`src/rtl/mipsPkg.sv`:
```
`default_nettype none

package mipsPkg;

	//////////////////////////////
	// basic widths
	//////////////////////////////

	// data word, also used for byte addresses
	typedef logic [31:0] word_t;

	// register number, 0 to 31
	typedef logic [4:0] regAddr_t;

	// byte distance between two instructions
	localparam word_t pcStep = 32'd4;

	//////////////////////////////
	// instruction fields
	//////////////////////////////

	// opcode field, bits 31:26
	typedef enum logic [5:0] {
		rType = 6'b000000,
		beq   = 6'b000100,
		addi  = 6'b001000,
		andi  = 6'b001100,
		lw    = 6'b100011,
		sw    = 6'b101011
	} opcode_t;

	// function field of r-type, bits 5:0
	typedef enum logic [5:0] {
		functAdd = 6'b100000,
		functSub = 6'b100010,
		functAnd = 6'b100100,
		functOr  = 6'b100101,
		functSlt = 6'b101010
	} funct_t;

	// operations the execute stage ALU knows
	typedef enum logic [2:0] {
		aluAnd  = 3'd0,
		aluOr   = 3'd1,
		aluAdd  = 3'd2,
		aluSub  = 3'd3,
		aluSlt  = 3'd4,
		aluPass = 3'd5
	} aluOp_t;

	// operand source in execute
	typedef enum logic [1:0] {
		fromRegs      = 2'b00,
		fromWriteback = 2'b01,
		fromMemory    = 2'b10
	} fwdSel_t;

	//////////////////////////////
	// stage control
	//////////////////////////////

	// consumed in execute
	typedef struct packed {
		logic   regDst;
		logic   aluSrc;
		aluOp_t aluOp;
	} exCtrl_t;

	// consumed in memory
	typedef struct packed {
		logic branch;
		logic memRead;
		logic memWrite;
	} memCtrl_t;

	// consumed in writeback
	typedef struct packed {
		logic regWrite;
		logic memToReg;
	} wbCtrl_t;

	// everything decode hands to the ID/EX register
	typedef struct packed {
		exCtrl_t  ex;
		memCtrl_t mem;
		wbCtrl_t  wb;
	} stageCtrl_t;

endpackage

`default_nettype wire
```
`src/rtl/hazardUnit.sv`:
```
`default_nettype none

module hazardUnit (
	input  mipsPkg::regAddr_t ifIdRs,
	input  mipsPkg::regAddr_t ifIdRt,
	input  mipsPkg::regAddr_t idExRs,
	input  mipsPkg::regAddr_t idExRt,
	input  mipsPkg::regAddr_t exMemRd,
	input  mipsPkg::regAddr_t memWbRd,
	input  logic              idExMemRead,
	input  logic              exMemRegWrite,
	input  logic              memWbRegWrite,
	output mipsPkg::fwdSel_t  forwardA,
	output mipsPkg::fwdSel_t  forwardB,
	output logic              stall
);

	// source for one execute operand, memory stage is younger so it wins
	function automatic mipsPkg::fwdSel_t pickSource(input mipsPkg::regAddr_t src);
		if (exMemRegWrite && (exMemRd != '0) && (exMemRd == src))
			return mipsPkg::fromMemory;
		else if (memWbRegWrite && (memWbRd != '0) && (memWbRd == src))
			return mipsPkg::fromWriteback;
		else
			return mipsPkg::fromRegs;
	endfunction

	assign forwardA = pickSource(idExRs);
	assign forwardB = pickSource(idExRt);

	// load in execute whose target is read in decode
	// data exists only after memory, so hold one cycle
	assign stall = idExMemRead && (idExRt != '0)
		&& ((idExRt == ifIdRs) || (idExRt == ifIdRt));

endmodule

`default_nettype wire

```
`config.mk`:
```
export PLATFORM = sky130hd
export DESIGN_NAME = hazardUnit
export DESIGN_NICKNAME = d
export VERILOG_FILES = /design/src/rtl/mipsPkg.sv /design/src/rtl/hazardUnit.sv
export SDC_FILE = /design/constraint.sdc
export NUM_CORES = 1
export LEC_CHECK = 0
export BUFFER_PORTS_ARGS = -buffer_cell sky130_fd_sc_hd__buf_2
export CAP_MARGIN = 30
export CORE_AREA = 2 2 39 41
export DETAILED_ROUTE_END_ITERATION = 10
export DIE_AREA = 0 0 41 43
export GPL_ROUTABILITY_DRIVEN = 0
export GPL_TIMING_DRIVEN = 0
export PLACE_DENSITY_LB_ADDON = 0.25
export SYNTH_ARGS = -nofsm -noshare
export SYNTH_HDL_FRONTEND = slang
export SYNTH_SLANG_ARGS = --single-unit
export TNS_END_PERCENT = 5
```
`constraint.sdc`:
```
create_clock -name vclk -period 3.04
set_input_delay 0.608 -clock vclk [all_inputs]
set_output_delay 0.608 -clock vclk [all_outputs]
set_load 0.02 [all_outputs]
```
# == After elaboration in Yosys (flattened, before gate mapping) ==
# Cells that the tools add are included.
# classes
n_addsub,0
n_bitwise,0
n_mul,0
reduce_logical,12
eq_ne,6
n_lt_le_gt_ge,0
shifts,0
n_mux,4
div_mod_pow,0
# op_table
operator,n
5-bit equality test,6
5-bit nonzero test,3
1-bit logical AND,8
2-bit two-way mux,2
1-bit two-way mux,2
1-bit logical OR,1
# totals
n_memories,0
latchBits,0
rom_bits,0
mem_bits_rw,0
input_bits,33
register_bits,0

# == Longest topological paths before layout ==
# Gate-level depths: netlist (run 1).
# depth
word_depth,5
ltp_mapped,5
depth_no_buf,4

# == Worst setup path before layout (run 1) ==
# OpenSTA, ideal clock, no wires.
# synth_path
kind,input -> output
from,input exMemRd[1]
to,output forwardA[0]
slack_ns,0.486
required_ns,2.432
path_stages,4
arrival_time_ns,1.946
cell_sequence,or4_1 -> o21ai_2 -> nor4_2 -> nor4_2
# synth_via
elab_chain_len,4
elab_cells_between_ends,5
cone_classes,eq/ne: 1; mux: 1; reduce/logical: 3
# synth_lines
item,line,rtl
"start, declared",hazardUnit.sv:8,"input mipsPkg::regAddr_t exMemRd,"
5-bit nonzero test,hazardUnit.sv:20,if (exMemRegWrite && (exMemRd != '0) && (exMemRd == src))
1-bit logical AND,hazardUnit.sv:20,
1-bit logical AND (*),hazardUnit.sv:20,
2-bit two-way mux (*),hazardUnit.sv:20,
"end, declared",hazardUnit.sv:13,"output mipsPkg::fwdSel_t forwardA,"
# Mark *: on every way between the ends. The rest lies on a longest branch, timed or not.

# == Final worst setup path (run 1) ==
# Ends and elaborated chain as after synthesis.

==> results.py, run 1 <==
metrics = {
    "placed_design": {
        "io_buffers": 33,
        "hpwl_um": 947,
        "pre_cts_ws_ns": 0.438,
        "dpl.cell_count": 103,
    },
    "critical_path": {
        "crit_arrival_ns": 1.97,
        "worst-path-buf-inv": 2,
        "cp_cell_sequence": "buf_2, or4_1, o21ai_2, nor4_2, nor4_2, buf_2",
        "cp-start-kind": "input port",
        "crit_slowest_cell": "or4_1",
        "worstSetupPathType": "input port to primary output",
        "required_ns": 2.43,
        "crit_fanout": 3,
        "path_delay_family": "simple AND/OR/NAND/NOR gates",
        "crit_path_max_incr_delay_ns": 0.53,
        "worst_setup_path_end_kind": "primary output",
    },
    "grt": {
        "met3_usage_pct": 1.05,
        "first_global_vias": 468,
        "gr-usage-met2_pct": 24.1,
        "grt_pass1_wl_mm": 1.75,
        "grt_max_degree": 6,
        "track_usage_pct": 13.4,
        "gr-total-overflow": 0,
        "antenna_found_initial": 0,
        "grt-busiest-layer": "met2",
        "use_met1_pct": 16.8,
    },
    "yosys": {
        "synth_common_cells": "20 x xor2_1, 10 x xnor2_1, 5 x clkbuf_1, 5 x or4_1",
        "synth_top_area_share_pct": 41.4,
        "yosysMostFrequentCell": "xor2_1",
        "yosysSeqAreaShare_pct": 0,
        "syn_nets": 87,
        "synth_area_leaders": "xor2_1 41%, xnor2_1 21%, nor4_2 12%, or4_1 8.9%, nand3_1 4.7%",
        "yosysTopAreaCell": "xor2_1",
        "yosys_warnings": 0,
        "synth_cell_types": 11,
        "syn_area_per_cell_sq_um": 7.83,
        "syn_inst": 54,
        "syn_area_sq_um": 423,
    },
    "timing": {
        "setup_viol": 0,
        "max_freq_mhz": 387,
        "rsz0062_at_grt": "no",
        "hold_viol_final": 0,
        "drv_slew": 0,
        "finalWorstSetupSlack_ns": 0.459,
        "fin_crit_sh_pct": 84.9,
        "max_slew_margin_pct": 77.5,
        "hold_slack_ns": 1.55,
        "fin_setup_tns_ns": 0,
        "worst_slew_pin_slew_ns": 0.337,
        "final.min_clock_period_ns": 2.58,
    },
    "cells_and_area": {
        "area_growth_pct": 43.8,
        "design.seq.count": 0,
        "n_clock_buffer": 0,
        "antenna_cells": 0,
        "final_nets": 122,
        "post_layout_nonfiller_instances": 103,
        "final-seq-area_sq_um": 0,
        "drive_above_1_share_pct": 43.7,
    },
    "routing": {
        "firstDrtPassIters": 3,
        "drt-total-wl_mm": 1.05,
        "vias": 468,
        "vias_per_cell": 4.54,
        "drtAntennaViolNets": 0,
        "drc": 0,
        "wl_per_cell_um": 10.1,
        "drt_iter0_drc": 4,
    },
    "die": {
        "start_util_pct": 30.6,
        "floorplan.io_pins": 38,
        "die_w_um": 41,
        "coreArea_sq_um": 1380,
        "dieHeight_um": 43,
        "dieArea_sq_um": 1760,
        "rows": 14,
    },
    "power": {
        "internal-power_w": 0.0000385,
        "switching_share_pct": 49.9,
        "p_leak_nw": 0.268,
        "p_seq_share_pct": 0,
        "p_comb_share_pct": 100.0,
        "switchingPower_w": 0.0000384,
        "clkPwrFrac_pct": 0,
        "p_per_area_nw_per_um2": 127,
        "ir_drop_v": 0.0000467,
    },
    "clock_tree": {
        "cts_setup_buffers": 0,
        "cts_hold_buf": 0,
        "cts.repair.resized": 0,
    },
    "run": {
        "drv_cap": 0,
    },
    "min_path": {
        "hp-class": "input port to primary output",
    },
    "outcome": {
        "outcome": "completed",
    },
}
worst paths after layout:
kind / startpoint / end / slack [ns] / depth (start not counted)
setup / recovery: exMemRd[1] / forwardA[0] / 0.46 / 6
hold / removal: idExMemRead / stall / 1.55 / 4
cells by family (layout without fill, tap and decap cells):
logic type	after synthesis	after routing	synth area share [%]
buffers and inverters	5	38	4.44
and+or+nand+nor	15	15	27.8
xor gates and xnor gates	30	30	62.1
AOI/OAI and AO/OA	4	4	5.62
layout make-up:
type | count | area [sq um]
Timing Repair Buffer | 33 | 165
Fill cell | 161 | 776
Multi-Input combinational cell | 49 | 404
Buffer | 5 | 18.8
Tap cell | 16 | 20.0
power groups by stage:
stage | Clock, W | Sequential, W | Combinational (W)
after global routing | 0 | 0 | 0.0000865
final | 0 | 0 | 0.0000769
after detailed placement | 0 | 0 | 0.0000779
after floorplan | 0 | 0 | 0.0000453
after global placement | 0 | 0 | 0.0000769
after CTS | 0 | 0 | 0.0000781
layer usage:
layer  up-vias  wire [um]
met5         -          0
met4         0          0
met3         0         53
met2        12        547
met1       205        444
li1        251          -
placed cells by master, fill, tap and decap left out, drive strengths merged:
| cell | instances |
|---|---|
| xor2 | 20 |
| nor4 | 4 |
| o21ai | 3 |
| buf | 33 |
| nor3 | 2 |
| a21oi | 1 |
| xnor2 | 10 |
| clkbuf | 5 |
| nand3 | 4 |
| or4 | 5 |
stage by stage:
step                cell area, sq um  power [W]  utilization [%]
floorplan                        423  0.0000453                -
global placement                 608  0.0000769             43.9
detailed placement               608  0.0000779             43.9
CTS                              608  0.0000781             43.9
global route                     608  0.0000865             43.9
finish                           608  0.0000769             43.9
Power figures use the tool's default switching activity.
==> inputs of run 2 (changes only) <==
ABC_AREA = 1   (was default)
CORE_AREA = default   (was 2 2 39 41)
CORE_UTILIZATION = 40   (was default)
DIE_AREA = default   (was 0 0 41 43)
clock period = 2.7 ns   (was 3.04 ns; I/O delays follow)
==> run 2 against run 1 <==
Effect of this change: hold slack got worse by 0.13 ns; combinational power rose by 35%; setup slack improved by 0.32 ns; die area fell by 15%; sequential share of layout area did not move; non-clock buffer count did not move; via count rose by 72%; critical path depth rose by 2; cell area rose by 22%; synthesized area rose by 27%; sequential cell count did not move; core utilization rose by 20 points; critical endpoint is now stall; largest power group unchanged.
==> results.py, run 2 <==
metrics = {
    "critical_path": {
        "crit_path_max_incr_delay_ns": 0.18,
        "crit_arrival_ns": 1.38,
        "worstSetupPathType": "input port to primary output",
        "worst_setup_path_end_kind": "primary output",
        "path_delay_family": "buffers and inverters",
        "cp_cell_sequence": "buf_2, inv_1, nand2_1, nand2_1, nor2_1, nand3_1, a21oi_1, buf_2",
        "crit_fanout": 5,
        "cp-start-kind": "input port",
        "worst-path-buf-inv": 3,
        "required_ns": 2.16,
        "crit_slowest_cell": "buf_2",
    },
    "die": {
        "rows": 12,
        "start_util_pct": 45.8,
        "dieArea_sq_um": 1490,
        "coreArea_sq_um": 1170,
        "die_w_um": 38.6,
        "floorplan.io_pins": 38,
        "dieHeight_um": 38.6,
    },
    "yosys": {
        "yosys_warnings": 0,
        "synth_area_leaders": "nand2_1 42%, inv_1 15%, nor2_1 12%, xnor2_1 9.8%, nand4_1 7.0%",
        "yosysSeqAreaShare_pct": 0,
        "syn_area_per_cell_sq_um": 4.33,
        "syn_nets": 157,
        "synth_common_cells": "60 x nand2_1, 21 x inv_1, 17 x nor2_1",
        "synth_top_area_share_pct": 42.0,
        "syn_inst": 124,
        "yosysMostFrequentCell": "nand2_1",
        "synth_cell_types": 11,
        "syn_area_sq_um": 537,
        "yosysTopAreaCell": "nand2_1",
    },
    "clock_tree": {
        "cts_setup_buffers": 0,
        "cts.repair.resized": 0,
        "cts_hold_buf": 0,
    },
    "cells_and_area": {
        "post_layout_nonfiller_instances": 176,
        "nFillCells": 133,
        "drive_above_1_share_pct": 25.9,
        "n_clock_buffer": 0,
        "final_nets": 197,
        "multi_input_area_sq_um": 447,
        "design.seq.count": 0,
        "final_common_cell": "nand2_1",
        "final_cell_mix": "60 x nand2_1, 38 x buf_2, 21 x inv_1",
        "final-seq-area_sq_um": 0,
        "area_growth_pct": 38.7,
        "antenna_cells": 0,
    },
    "routing": {
        "firstDrtPassIters": 4,
        "drc": 0,
        "vias": 804,
        "drt-total-wl_mm": 1.48,
        "drt_iter0_drc": 23,
        "drtAntennaViolNets": 0,
        "vias_per_cell": 4.57,
        "wl_per_cell_um": 8.40,
    },
    "timing": {
        "setup_viol": 0,
        "rsz0062_at_grt": "no",
        "fin_crit_sh_pct": 71.0,
        "final.min_clock_period_ns": 1.92,
        "hold_slack_ns": 1.43,
        "max_slew_margin_pct": 89.7,
        "worst_slew_pin_slew_ns": 0.155,
        "max_freq_mhz": 522,
        "hold_viol_final": 0,
        "fin_setup_tns_ns": 0,
        "drv_slew": 0,
    },
    "power": {
        "p_leak_nw": 0.519,
        "ir_drop_v": 0.0000657,
        "p_per_area_nw_per_um2": 140,
        "power_w": 0.000104,
    },
    "placed_design": {
        "io_buffers": 38,
        "hpwl_mm": 1.29,
        "dpl.cell_count": 176,
    },
    "run": {
        "drv_cap": 0,
    },
    "outcome": {
        "outcome": "completed",
    },
    "grt": {
        "gr-total-overflow": 0,
        "grt_max_degree": 7,
        "first_global_vias": 659,
        "track_usage_pct": 22.1,
        "grt_pass1_wl_mm": 2.44,
        "antenna_found_initial": 0,
    },
    "min_path": {
        "hp-class": "input port to primary output",
    },
}
-- run 2: cell types whose count changed in the layout (fill, tap and decap cells not counted), moves of 6 or more --
cell,change
inv_1,+21
nand2_1,+60
nand4_1,+6
nor2_1,+17
xor2_1,-17
-- run 2: through the flow --
| step | worst slack, ns | util, % | instance area (sq um) |
|---|---|---|---|
| floorplan | 0.820 | - | 537 |
| global placement | 0.806 | 63.6 | 744 |
| detailed placement | 0.806 | 63.6 | 744 |
| CTS | 0.801 | 63.6 | 744 |
| global route | 0.607 | 63.6 | 744 |
| finish | 0.783 | 63.6 | 744 |
-- run 2: report_power, final --
group | internal (W) | total, W | leakage [nW] | switching (W)
registers | 0 | 0 | 0 | 0
clock network | 0 | 0 | 0 | 0
logic | 0.0000456 | 0.000104 | 0.519 | 0.0000584
total | 0.0000456 | 0.000104 | 0.519 | 0.0000584
-- run 2: final cells by class --
cell class / count / share of cell area [%]
Inverter: 24 / 12.1
Multi-Input combinational cell: 100 / 60.0
Tap cell: 14 / 2.35
Timing Repair Buffer: 38 / 25.5
-- run 2: cells by family (layout without fill, tap and decap cells) --
logic type / after synthesis / after routing / synth area share, %
simple gates: 88 / 88 / 65.7
buf+inv: 24 / 62 / 16.8
xor+xnor: 9 / 9 / 14.7
compound gates: 3 / 3 / 2.80
-- run 2: final timing paths --
kind                         from    end  slack (ns)  cells after the start
worst max-delay path    idExRt[1]  stall        0.78                      8
worst min-delay path  idExMemRead  stall        1.43                      4
-- run 2: per-layer routing --
layer	routed length [um]	up-vias	global-route usage (%)
met1	697	339	29.5
met3	56	0	0
li1	-	448	-
met5	0	-	0
met4	0	0	0
met2	723	17	41.7
==> inputs of run 3 (changes only) <==
clock period = 1.6 ns   (was 2.7 ns; I/O delays follow)
==> run 3 against run 2 <==
Effect of this change: core utilization is 0.43 points higher; wire length fell by 0.41%; die area unchanged; combinational power is 70% higher; sequential share of layout area unchanged; highest routed layer unchanged; final cell count stayed put; hold slack worse by 0.44 ns; cell area rose by 0.67%.
==> results.py, run 3 (synthesis results as in run 2) <==
metrics = {
    "outcome": {
        "outcome": "completed",
    },
    "grt": {
        "track_usage_pct": 22.1,
        "grt_max_degree": 7,
        "grt_pass1_wl_mm": 2.44,
        "gr-total-overflow": 0,
        "first_global_vias": 659,
        "antenna_found_initial": 0,
    },
    "die": {
        "rows": 12,
        "start_util_pct": 45.8,
        "floorplan.io_pins": 38,
        "dieHeight_um": 38.6,
        "coreArea_sq_um": 1170,
        "die_w_um": 38.6,
        "dieArea_sq_um": 1490,
    },
    "cells_and_area": {
        "final_cell_mix": "60 x nand2_1, 37 x buf_2, 21 x inv_1",
        "drive_above_1_share_pct": 26.5,
        "design_area_sq_um": 749,
        "area_growth_pct": 39.6,
        "post_layout_nonfiller_instances": 176,
        "antenna_cells": 0,
        "final_common_cell": "nand2_1",
        "n_clock_buffer": 0,
        "design.seq.count": 0,
        "final-seq-area_sq_um": 0,
        "final_nets": 197,
        "nFillCells": 134,
        "multi_input_area_sq_um": 449,
    },
    "placed_design": {
        "io_buffers": 38,
        "pre_cts_ws_ns": 0.146,
        "placed_area_sq_um": 744,
        "hpwl_mm": 1.29,
        "dpl.cell_count": 176,
    },
    "routing": {
        "drc": 0,
        "drt_iter0_drc": 24,
        "routed.top_layer": "met3",
        "firstDrtPassIters": 4,
        "wl_met1_um": 694,
        "vias_per_cell": 4.56,
        "wl_met3_um": 56,
        "met2WireLength_um": 721,
        "vias": 802,
        "wl_per_cell_um": 8.36,
        "drtAntennaViolNets": 0,
        "drt-total-wl_mm": 1.47,
    },
    "clock_tree": {
        "cts_setup_buffers": 0,
        "cts.repair.resized": 0,
        "cts_hold_buf": 0,
    },
    "timing": {
        "drv_slew": 0,
        "fin_setup_tns_ns": 0,
        "max_freq_mhz": 691,
        "rsz0062_at_grt": "no",
        "fin_crit_sh_pct": 90.5,
        "hold_viol_final": 0,
        "max_slew_margin_pct": 89.7,
        "final.min_clock_period_ns": 1.45,
        "finalWorstSetupSlack_ns": 0.152,
        "setup_viol": 0,
        "worst_slew_pin_slew_ns": 0.155,
    },
    "critical_path": {
        "crit_cells": 8,
        "cp-start-kind": "input port",
        "endpoint": "stall",
        "cp_cell_sequence": "buf_2, inv_1, nand2_1, nand2_1, nor2_2, nand3_1, a21oi_1, buf_4",
        "worstSetupPathType": "input port to primary output",
        "crit_fanout": 5,
        "crit_path_max_incr_delay_ns": 0.16,
        "worst-path-buf-inv": 3,
        "required_ns": 1.28,
        "worst_setup_path_end_kind": "primary output",
        "path_delay_family": "buffers and inverters",
        "crit_top_cell": "nand2_1",
        "cp-startpoint": "idExRt[1]",
        "crit_arrival_ns": 1.13,
        "crit_slowest_cell": "buf_4",
    },
    "power": {
        "ir_drop_v": 0.000111,
        "power_w": 0.000177,
        "p_per_area_nw_per_um2": 236,
        "p_leak_nw": 0.519,
    },
    "min_path": {
        "hp-class": "input port to primary output",
    },
    "run": {
        "drv_cap": 0,
    },
}
==> run 3: cell count changes in the layout (fill, tap and decap cells not counted) <==
cell / change
buf_2: -1
nor2_2: +1
nor2_1: -1
buf_4: +1
==> run 3: metrics by stage <==
step	hold WS (ns)	utilization [%]
global route	1.03	64.0
finish	0.987	64.0
global placement	0.991	63.6
CTS	0.985	63.6
detailed placement	0.981	63.6
floorplan	0.787	-
==> run 3: tightest hold or removal path, cell delays in order <==
cell	delay, ns
buf_2	0.09
o21ai_0	0.06
a21oi_1	0.04
buf_4	0.15
==> run 3: area by class of cell <==
type | count | area share (%)
inverters | 24 | 12.0
repair buffers | 38 | 25.7
well taps | 14 | 2.34
multi-input cells | 100 | 59.9
==> run 3: how the worst min path moves through the flow <==
stage / startpoint / end / slack [ns] / cells past startpoint
global placement: idExMemRead / stall / 0.99 / 4
finish: idExMemRead / stall / 0.99 / 4
floorplan: idExMemRead / stall / 0.79 / 2
detailed placement: idExMemRead / stall / 0.98 / 4
CTS: idExMemRead / stall / 0.98 / 4
global route: idExMemRead / stall / 1.03 / 4
==> run 3: power by group <==
part | internal (W) | switching (W) | leakage (nW)
clock network | 0 | 0 | 0
registers | 0 | 0 | 0
logic | 0.0000779 | 0.0000991 | 0.519
total | 0.0000779 | 0.0000991 | 0.519
==> run 3: per-layer routing <==
metal | track usage [%] | up-vias
met5 | 0 | -
met4 | 0 | 0
li1 | - | 448
met2 | 41.7 | 17
met1 | 29.5 | 337
met3 | 0 | 0
